### src/logic/permDataPkg.sv
package permDataPkg;

    // a top or a bot, as sent by the host in two 64-bit halves
    localparam int wordWidth = 128;
    localparam int sumWidth = 48;
    localparam int countWidth = 15;
    localparam int resultWidth = 64;

    // bit 63 of a result word tells a bot result from a top report
    localparam logic kindBot = 1'b1;
    localparam logic kindTop = 1'b0;

    // top report payload below the kind bit
    localparam int activityWidth = 31;
    localparam int cycleWidth = 32;
    localparam int reportWidth = activityWidth + cycleWidth;

    typedef struct packed {
        logic [countWidth-1:0] count;
        logic [sumWidth-1:0] sum;
    } resultT;

endpackage

### src/logic/permFlowPkg.sv
package permFlowPkg;

    // scoring latency in cycles, one valid bit per stage
    localparam int pipeDepth = 4;

    // enough bits to count every stage as busy at once
    localparam int occupancyWidth = $clog2(pipeDepth + 1);

    // which peer owns the next word on the result bus
    typedef enum logic {
        originTop = 1'b0,
        originBot = 1'b1
    } originT;

endpackage

### src/logic/syncFifo.sv
`timescale 1ns/100ps

module syncFifo #(
    parameter type payloadT = logic,
    parameter int DEPTH = 8,
    parameter int MARGIN = 2
) (
    input  logic    clk,
    input  logic    rst,
    input  logic    writeEnable,
    input  payloadT dataIn,
    input  logic    readEnable,
    output payloadT dataOut,
    output logic    empty,
    output logic    almostFull
);
    localparam int ptrWidth = (DEPTH > 1) ? $clog2(DEPTH) : 1;
    localparam int fillWidth = $clog2(DEPTH + 1);

    payloadT mem [DEPTH];
    logic [ptrWidth-1:0] writePtr;
    logic [ptrWidth-1:0] readPtr;
    logic [fillWidth-1:0] fillCount;
    logic full;

    always_ff @(posedge clk) begin
        if (writeEnable) begin
            mem[writePtr] <= dataIn;
        end
    end

    always_ff @(posedge clk) begin
        if (rst) begin
            writePtr <= '0;
            readPtr <= '0;
            fillCount <= '0;
        end else begin
            if (writeEnable) begin
                writePtr <= (writePtr == ptrWidth'(DEPTH - 1)) ? '0 : writePtr + 1'b1;
            end
            if (readEnable) begin
                readPtr <= (readPtr == ptrWidth'(DEPTH - 1)) ? '0 : readPtr + 1'b1;
            end
            if (writeEnable && !readEnable) begin
                fillCount <= fillCount + 1'b1;
            end else if (readEnable && !writeEnable) begin
                fillCount <= fillCount - 1'b1;
            end
        end
    end

    // head word is visible before the read strobe
    assign dataOut = mem[readPtr];
    assign empty = (fillCount == '0);
    assign full = (fillCount == fillWidth'(DEPTH));
    assign almostFull = (int'(fillCount) >= DEPTH - MARGIN);

    // upstream must stop early enough that words in flight still fit
    noOverflow: assert property (@(posedge clk) disable iff (rst) writeEnable |-> !full);
    noUnderflow: assert property (@(posedge clk) disable iff (rst) readEnable |-> !empty);

endmodule

### src/logic/resetNormalizer.sv
`timescale 1ns/100ps

module resetNormalizer #(
    parameter int RESET_STRETCH = 8
) (
    input  logic clk,
    input  logic resetn,
    output logic rst,
    output logic isInitialized
);
    localparam int stretchWidth = (RESET_STRETCH > 1) ? $clog2(RESET_STRETCH) : 1;

    logic [stretchWidth-1:0] stretchCount;

    // one register stage turns the port reset into an internal active-high reset
    always_ff @(posedge clk) begin
        rst <= !resetn;
    end

    // keep the design marked as not ready for a while after reset leaves
    always_ff @(posedge clk) begin
        if (rst) begin
            stretchCount <= '0;
            isInitialized <= 1'b0;
        end else if (stretchCount == stretchWidth'(RESET_STRETCH - 1)) begin
            isInitialized <= 1'b1;
        end else begin
            stretchCount <= stretchCount + 1'b1;
        end
    end

endmodule

### src/logic/topManager.sv
`timescale 1ns/100ps

module topManager (
    input  logic                            clk,
    input  logic                            rst,
    input  logic                            writeTop,
    input  logic [permDataPkg::wordWidth-1:0] topIn,
    input  logic                            pendingZero,
    output logic                            stallInput,
    output logic [permDataPkg::wordWidth-1:0] currentTop
);
    logic [$bits(topIn)-1:0] pendingTop;

    // new top waits here while older results drain
    always_ff @(posedge clk) begin
        if (writeTop) begin
            pendingTop <= topIn;
        end
    end

    always_ff @(posedge clk) begin
        if (rst) begin
            stallInput <= 1'b0;
        end else if (writeTop) begin
            stallInput <= 1'b1;
        end else if (pendingZero) begin
            stallInput <= 1'b0;
        end
    end

    // swap only once nothing older is outstanding
    always_ff @(posedge clk) begin
        if (stallInput && pendingZero) begin
            currentTop <= pendingTop;
        end
    end

endmodule

### src/logic/permutationPipeline.sv
`timescale 1ns/100ps

module permutationPipeline (
    input  logic                                     clk,
    input  logic                                     rst,
    input  logic                                     writeBot,
    input  logic [permDataPkg::wordWidth-1:0]        bot,
    input  logic [permDataPkg::wordWidth-1:0]        top,
    input  logic                                     slowDown,
    output logic                                     readyForInput,
    output logic                                     resultValid,
    output permDataPkg::resultT                      result,
    output logic [permFlowPkg::occupancyWidth-1:0]   activityMeasure
);
    import permDataPkg::*;
    import permFlowPkg::*;

    localparam int laneCount = wordWidth / 8;
    localparam int groupCount = 4;
    localparam int lanesPerGroup = laneCount / groupCount;
    localparam int prodWidth = 16;
    localparam int partWidth = prodWidth + $clog2(lanesPerGroup);
    localparam int totalWidth = partWidth + $clog2(groupCount);
    localparam int popWidth = $clog2(wordWidth + 1);

    logic [pipeDepth-1:0] stageValid;
    logic [wordWidth-1:0] andWord1;
    logic [prodWidth-1:0] prod1 [laneCount];
    logic [partWidth-1:0] partNext [groupCount];
    logic [partWidth-1:0] part2 [groupCount];
    logic [popWidth-1:0] count2;
    logic [popWidth-1:0] count3;
    logic [totalWidth-1:0] sumNext;
    logic [totalWidth-1:0] sum3;

    function automatic logic [popWidth-1:0] popCount(input logic [wordWidth-1:0] w);
        logic [popWidth-1:0] n;
        n = '0;
        for (int i = 0; i < wordWidth; i++) begin
            n = n + popWidth'(w[i]);
        end
        return n;
    endfunction

    // full output FIFO throttles the input, stages already running keep going
    assign readyForInput = !slowDown;

    always_ff @(posedge clk) begin
        if (rst) begin
            stageValid <= '0;
        end else begin
            stageValid <= {stageValid[pipeDepth-2:0], writeBot};
        end
    end

    // stage 1: lane AND and byte products
    always_ff @(posedge clk) begin
        andWord1 <= top & bot;
        for (int i = 0; i < laneCount; i++) begin
            prod1[i] <= top[8*i +: 8] * bot[8*i +: 8];
        end
    end

    always_comb begin
        for (int g = 0; g < groupCount; g++) begin
            partNext[g] = '0;
            for (int j = 0; j < lanesPerGroup; j++) begin
                partNext[g] = partNext[g] + partWidth'(prod1[g*lanesPerGroup + j]);
            end
        end
    end

    // stage 2: group sums and popcount
    always_ff @(posedge clk) begin
        part2 <= partNext;
        count2 <= popCount(andWord1);
    end

    always_comb begin
        sumNext = '0;
        for (int g = 0; g < groupCount; g++) begin
            sumNext = sumNext + totalWidth'(part2[g]);
        end
    end

    // stage 3: total sum
    always_ff @(posedge clk) begin
        sum3 <= sumNext;
        count3 <= count2;
    end

    // stage 4: widen into the result fields
    always_ff @(posedge clk) begin
        result.count <= countWidth'(count3);
        result.sum <= sumWidth'(sum3);
    end

    assign resultValid = stageValid[pipeDepth-1];

    always_comb begin
        activityMeasure = '0;
        for (int s = 0; s < pipeDepth; s++) begin
            activityMeasure = activityMeasure + occupancyWidth'(stageValid[s]);
        end
    end

    // the top level must honour the FIFO back-pressure
    botWhenReady: assert property (@(posedge clk) disable iff (rst) writeBot |-> readyForInput);

endmodule

### src/logic/topReport.sv
`timescale 1ns/100ps

module topReport (
    input  logic                                   clk,
    input  logic                                   rst,
    input  logic                                   grab,
    input  logic [permFlowPkg::occupancyWidth-1:0] activityMeasure,
    output logic [permDataPkg::reportWidth-1:0]    report
);
    import permDataPkg::*;

    logic [cycleWidth-1:0] cycleCount;
    logic [activityWidth-1:0] activitySum;

    // both counters restart when the host takes a report
    always_ff @(posedge clk) begin
        if (rst || grab) begin
            cycleCount <= '0;
            activitySum <= '0;
        end else begin
            cycleCount <= cycleCount + 1'b1;
            activitySum <= activitySum + activityWidth'(activityMeasure);
        end
    end

    // occupancy is activitySum / (pipeDepth * cycleCount) on the host side
    assign report = {activitySum, cycleCount};

endmodule

### src/logic/resultArbiter.sv
`timescale 1ns/100ps

module resultArbiter (
    input  logic                                clk,
    input  logic                                rst,
    input  logic                                iready,
    input  permFlowPkg::originT                 headOrigin,
    input  logic                                originEmpty,
    input  logic                                fifoEmpty,
    input  permDataPkg::resultT                 fifoData,
    input  logic [permDataPkg::reportWidth-1:0] report,
    output logic                                ovalid,
    output logic [permDataPkg::resultWidth-1:0] summedDataPcoeffCountOut,
    output logic                                popOrigin,
    output logic                                popResult,
    output logic                                grabReport
);
    import permDataPkg::*;
    import permFlowPkg::*;

    logic transfer;

    // a report is always ready and a bot result only once it reached the FIFO
    assign ovalid = !originEmpty && ((headOrigin == originTop) || !fifoEmpty);
    assign transfer = ovalid && iready;

    assign popOrigin = transfer;
    assign popResult = transfer && (headOrigin == originBot);
    assign grabReport = transfer && (headOrigin == originTop);

    always_comb begin
        if (headOrigin == originBot) begin
            summedDataPcoeffCountOut = {kindBot, fifoData.count, fifoData.sum};
        end else begin
            summedDataPcoeffCountOut = {kindTop, report};
        end
    end

    // a presented word stays on the bus until the host takes it
    holdUntilTaken: assert property (@(posedge clk) disable iff (rst)
        ovalid && !iready |=> ovalid);

endmodule

### src/logic/permutationTop.sv
`timescale 1ns/100ps

module permutationTop #(
    parameter int ORIGIN_DEPTH = 16,
    parameter int RESULT_DEPTH = 8,
    parameter int ALMOST_FULL_MARGIN = 5,
    parameter int RESET_STRETCH = 8
) (
    input  logic                                  clk,
    input  logic                                  resetn,
    input  logic                                  ivalid,
    input  logic                                  iready,
    input  logic                                  startNewTop,
    input  logic [permDataPkg::wordWidth/2-1:0]   botLower,
    input  logic [permDataPkg::wordWidth/2-1:0]   botUpper,
    output logic                                  ovalid,
    output logic                                  oready,
    output logic [permDataPkg::resultWidth-1:0]   summedDataPcoeffCountOut
);
    import permDataPkg::*;
    import permFlowPkg::*;

    localparam int pendingWidth = $clog2(ORIGIN_DEPTH + 1);

    logic rst;
    logic isInitialized;
    logic [wordWidth-1:0] stagedWord;
    logic botStaged;
    logic topStaged;
    logic pipeReady;
    logic stallInput;
    logic readyForInput;
    logic writeBot;
    logic writeTop;
    logic [wordWidth-1:0] currentTop;
    logic [pendingWidth-1:0] pendingCount;
    logic pendingZero;
    logic resultValid;
    resultT pipeResult;
    logic [occupancyWidth-1:0] activityMeasure;
    logic slowDown;
    resultT fifoData;
    logic fifoEmpty;
    originT originIn;
    originT headOrigin;
    logic originEmpty;
    logic popOrigin;
    logic popResult;
    logic grabReport;
    logic [reportWidth-1:0] report;

    resetNormalizer #(.RESET_STRETCH(RESET_STRETCH)) u_resetNormalizer (
        .clk(clk), .resetn(resetn), .rst(rst), .isInitialized(isInitialized)
    );

    // one-deep staging lets oready rise before initialization finishes
    always_ff @(posedge clk) begin
        if (oready) begin
            stagedWord <= {botUpper, botLower};
        end
    end

    always_ff @(posedge clk) begin
        if (rst) begin
            botStaged <= 1'b0;
            topStaged <= 1'b0;
        end else if (oready) begin
            botStaged <= ivalid && !startNewTop;
            topStaged <= ivalid && startNewTop;
        end
    end

    assign readyForInput = pipeReady && !stallInput;
    assign oready = (readyForInput && isInitialized) || (!botStaged && !topStaged && !rst);
    assign writeBot = botStaged && oready;
    assign writeTop = topStaged && oready;
    assign originIn = writeTop ? originTop : originBot;

    // results accepted but not yet read by the host
    always_ff @(posedge clk) begin
        if (rst) begin
            pendingCount <= '0;
        end else if ((writeBot || writeTop) && !popOrigin) begin
            pendingCount <= pendingCount + 1'b1;
        end else if (popOrigin && !(writeBot || writeTop)) begin
            pendingCount <= pendingCount - 1'b1;
        end
    end

    assign pendingZero = (pendingCount == '0);

    topManager u_topManager (
        .clk(clk), .rst(rst), .writeTop(writeTop), .topIn(stagedWord),
        .pendingZero(pendingZero), .stallInput(stallInput), .currentTop(currentTop)
    );

    permutationPipeline u_permutationPipeline (
        .clk(clk), .rst(rst), .writeBot(writeBot), .bot(stagedWord), .top(currentTop),
        .slowDown(slowDown), .readyForInput(pipeReady), .resultValid(resultValid),
        .result(pipeResult), .activityMeasure(activityMeasure)
    );

    topReport u_topReport (
        .clk(clk), .rst(rst), .grab(grabReport), .activityMeasure(activityMeasure),
        .report(report)
    );

    syncFifo #(.payloadT(originT), .DEPTH(ORIGIN_DEPTH), .MARGIN(ALMOST_FULL_MARGIN)) originQueue (
        .clk(clk), .rst(rst), .writeEnable(writeBot || writeTop), .dataIn(originIn),
        .readEnable(popOrigin), .dataOut(headOrigin), .empty(originEmpty), .almostFull()
    );

    syncFifo #(.payloadT(resultT), .DEPTH(RESULT_DEPTH), .MARGIN(ALMOST_FULL_MARGIN)) resultFifo (
        .clk(clk), .rst(rst), .writeEnable(resultValid), .dataIn(pipeResult),
        .readEnable(popResult), .dataOut(fifoData), .empty(fifoEmpty), .almostFull(slowDown)
    );

    resultArbiter u_resultArbiter (
        .clk(clk), .rst(rst), .iready(iready), .headOrigin(headOrigin),
        .originEmpty(originEmpty), .fifoEmpty(fifoEmpty), .fifoData(fifoData),
        .report(report), .ovalid(ovalid), .summedDataPcoeffCountOut(summedDataPcoeffCountOut),
        .popOrigin(popOrigin), .popResult(popResult), .grabReport(grabReport)
    );

endmodule

### config.mk
export PLATFORM = sky130hd
export DESIGN_NAME = permutationTop
export DESIGN_NICKNAME = d
export VERILOG_FILES = /design/src/logic/permDataPkg.sv /design/src/logic/permFlowPkg.sv /design/src/logic/syncFifo.sv /design/src/logic/resetNormalizer.sv /design/src/logic/topManager.sv /design/src/logic/permutationPipeline.sv /design/src/logic/topReport.sv /design/src/logic/resultArbiter.sv /design/src/logic/permutationTop.sv
export SDC_FILE = /design/constraint.sdc
export NUM_CORES = 2
export LEC_CHECK = 0
export ABC_AREA = 1
export BUFFER_PORTS_ARGS = -buffer_cell sky130_fd_sc_hd__buf_4
export CORE_MARGIN = 2
export CORE_UTILIZATION = 55
export DETAILED_ROUTE_END_ITERATION = 10
export PLACE_DENSITY = 0.71
export SLEW_MARGIN = 20
export SYNTH_ARGS = -nofsm -noshare
export SYNTH_HDL_FRONTEND = slang
export SYNTH_SLANG_ARGS = --single-unit
### constraint.sdc
create_clock -name clk -period 9.57 [get_ports clk]
set_clock_uncertainty 0.15 [all_clocks]
set_input_delay 0.4785 -clock clk [delete_from_list [all_inputs] [get_ports clk]]
set_output_delay 0.4785 -clock clk [all_outputs]
set_load 0.01 [all_outputs]
==> metrics.cfg <==
[global_route]
grt_antenna_before_repair=11
grt_max_degree=96
grt_use_total_pct=25.2
globalRouteOverflowTotal=0
grt_first_pass_wirelength_um=310000
number_of_global_route_vias_before_repair=58390

[sta]
fin_tns_setup_ns=0
setup_viol_count_final=0
rsz_0062_raised_after_global_routing=false
max_freq_mhz=136
timing.final.crit_share_pct=77.1
slew_headroom_pct=30.5
timing_hold_violations_final=0
timing_worst_slew_pin_value_ns=1.04
final_period_minus_worst_setup_slack_ns=7.38
report.final.slew_viol_count=0

[detailed_routing]
detail_route.first_pass.iterations=6
ant_nets=0
vias_per_cell=5.07
vias=56710
starting_drt_drc_count=3620
detail_route.wirelength_um=191000
detail_route.drc_violations=0
average_wire_per_standard_cell_um=17.1

[floorplan]
die-area_mm2=0.155
core_mm2=0.152
row_count=143
initial_core_util_pct=55.3
die_h_um=394
die_x_um=394
pin_count=199

[yosys]
postSynthCellCount=8864
synth_top_area_share_pct=22.4
post_synth_instance_area_mm2=0.0838
ys_top_cells_by_count=sky130_fd_sc_hd__inv_1, sky130_fd_sc_hd__nand2_1, sky130_fd_sc_hd__fa_1
synthXorXnorAreaFrac_pct=3.91
yosys_warnings=0
most_common_cell_in_the_netlist=sky130_fd_sc_hd__inv_1
synth_nets=10574
post_synth_main_area_contributors=sky130_fd_sc_hd__edfxtp_1, sky130_fd_sc_hd__fa_1, sky130_fd_sc_hd__dfxtp_1, sky130_fd_sc_hd__ha_1, sky130_fd_sc_hd__inv_1
synth_area_in_adders_pct=30.8
seq_area_frac_synth_pct=37.0
synth_enable_flop_cells=624
synth-main-ff-cell=sky130_fd_sc_hd__edfxtp_1
yosys.cell_types.count=55
synthMuxAreaShare_pct=0.669
basic_gate_share_of_the_synthesized_area_counting_and_or_nand_and_nor_cells_pct=11.3
yosysTopAreaCell=sky130_fd_sc_hd__edfxtp_1
synth-compound-area-share_pct=5.24
yosys_register_bits=1238
largest_family_of_logic_cells_by_synthesized_area=adder cells
postSynth.asyncResetShare_pct=0
syn-mean-instance-area_um2=9.45

[run_status]
status=complete, no violations

[worst_setup_path]
crit_required_ns=10.13
r2r_slack_ns=2.19
crit_type=reg2reg
path_max_fanout=2
timing.rr.start=u_permutationPipeline.andWord1[36]$_DFF_P_
worst_setup_path_start_kind=register
end_kind=register
startpoint=u_permutationPipeline.andWord1[36]$_DFF_P_
worst-endpoint-arrival_ns=7.93
endpoint_of_the_worst_register_to_register_path=u_permutationPipeline.count2[6]$_DFF_P_
r2r.worst_path.cells=21

[cts]
worst_skew_pair_latency_ns=0.79
cts_sinks=1238
cts_inserted_buffers=139
clkSlewWorstSetupHoldPaths_ns=0.07
clock_path_buffers=3
tritoncts=yes
cts-root-buf=sky130_fd_sc_hd__clkbuf_16
post_cts.resized_instances=0
cts.htree.levels=4

[place]
gp_congestion=0.921
portBuffers=198
dp.final_hpwl_um=148000
placed_cells=10797

[min_path]
min_from=u_permutationPipeline.sum3[4]$_DFF_P_
hold_class=reg2reg
whs_endpoint=u_permutationPipeline.result[4]$_DFF_P_
hold_path_depth=0

[layout]
layout_area_overhead_pct=10.8
finalNetCount=10752
finish.cell_count_without_fillers=11187
drive_above_1_share_pct=5.43

[job]
number_of_max_cap_violations=0

## worst max path at each step
stage	slack, ns	end	depth (start not counted)
after floorplan	2.02	u_topManager.pendingTop[0]$_DFFE_PP_	5
after global placement	2.30	u_permutationPipeline.count2[6]$_DFF_P_	21
after detailed placement	2.22	u_permutationPipeline.count2[6]$_DFF_P_	21
after CTS	2.18	u_permutationPipeline.count2[6]$_DFF_P_	21
after global routing	1.91	u_permutationPipeline.count2[6]$_DFF_P_	21
final	2.19	u_permutationPipeline.count2[6]$_DFF_P_	21
## state kept, by name, indices dropped and copies added, names as in the netlist, 5 cells and up, named ones only
| register | flops |
|---|---|
| u_topReport.activitySum | 31 |
| u_topReport.cycleCount | 32 |
| resultFifo.mem | 224 |
| originQueue.mem | 16 |
| u_permutationPipeline.andWord1 | 128 |
| u_permutationPipeline.sum3 | 20 |
| pendingCount | 5 |
| u_permutationPipeline.result | 28 |
| u_permutationPipeline.count3 | 8 |
| u_permutationPipeline.part2 | 72 |
| u_permutationPipeline.prod1 | 240 |
| u_permutationPipeline.count2 | 8 |
| u_topManager.currentTop | 128 |
| u_topManager.pendingTop | 128 |
| originQueue.fillCount | 5 |
| stagedWord | 128 |
## placed cells by master, fill, tap and decap left out, drive strengths merged, types with 4 or more instances in the layout
cell type	Yosys	final
inv	2127	2145
nand2	1707	1707
fa	805	805
ha	772	772
edfxtp	624	624
dfxtp	614	614
nor2	390	390
a21oi	367	367
o21ai	302	302
xor2	238	238
buf	48	219
clkbuf	267	184
nand3	137	137
xnor2	136	136
dlygate4sd3	0	133
nor3	69	69
mux2i	56	56
nand4	39	39
clkinv	2	39
a31oi	38	38
a21o	37	37
o21bai	16	16
nand3b	15	15
a221oi	14	14
o2111ai	12	12
bufinv	0	10
a211oi	6	6
clkinvlp	0	5
a21boi	4	4
nor4	4	4
## per-stage QoR
stage          hold slack (ns)  worst slack, ns  utilization [%]  cell area, µm²
4_1_cts                  0.161             2.18             61.2           92800
3_3_place_gp             0.161             2.30             57.2           86700
6_report                 0.164             2.19             61.3           92800
5_1_grt                  0.175             1.91             61.2           92800
3_5_place_dp             0.165             2.22             57.2           86700
2_1_floorplan            0.160             2.02                -           83800
## repair_timing
action	4_1_cts	5_1_grt
hold buffers	133	0
setup buffers	0	0
hold endpoints to repair	139	0
## metal layers
metal | share of wire (%) | global-route usage [%]
met5 | 0.021 | 0
met4 | 3.4 | 8.69
met3 | 5.3 | 3.53
met2 | 47 | 41.7
met1 | 44 | 34.1
## critical path, stage by stage, from the launching register on
cell and delay, ns:
sky130_fd_sc_hd__dfxtp_1 0.31, sky130_fd_sc_hd__inv_1 0.06, sky130_fd_sc_hd__fa_1 0.53, sky130_fd_sc_hd__inv_1 0.05, sky130_fd_sc_hd__fa_1 0.48, sky130_fd_sc_hd__inv_1 0.06, sky130_fd_sc_hd__fa_1 0.50, sky130_fd_sc_hd__inv_1 0.05
sky130_fd_sc_hd__fa_1 0.50, sky130_fd_sc_hd__inv_1 0.07, sky130_fd_sc_hd__fa_1 0.52, sky130_fd_sc_hd__fa_1 0.43, sky130_fd_sc_hd__fa_1 0.52, sky130_fd_sc_hd__fa_1 0.44, sky130_fd_sc_hd__fa_1 0.51, sky130_fd_sc_hd__fa_1 0.44
sky130_fd_sc_hd__fa_1 0.43, sky130_fd_sc_hd__fa_1 0.48, sky130_fd_sc_hd__o21ai_0 0.32, sky130_fd_sc_hd__a21oi_1 0.12, sky130_fd_sc_hd__o21ai_0 0.22, sky130_fd_sc_hd__xor2_1 0.15
## final cells by class
| type | count | area (µm²) |
|---|---|---|
| fill | 12580 | 58700 |
| multi-input combinational | 5182 | 43500 |
| sequential | 1238 | 31000 |
| inverter | 2129 | 8000 |
| clock buffer | 184 | 3970 |
| timing repair buffer | 352 | 3000 |
| tap | 2030 | 2540 |
| clock inverter | 70 | 801 |
| antenna | 2 | 5.00 |
## logic make-up after synthesis
group	count (synthesis)
buf+inv	2444
simple gates	2366
fa+ha+maj	1577
flops	1238
compound gates	809
xor+xnor	374
mux	56
Power is left out: the tool's default activity adds up to more than one toggle a clock period on the data nets, which glitch-free logic cannot reach.
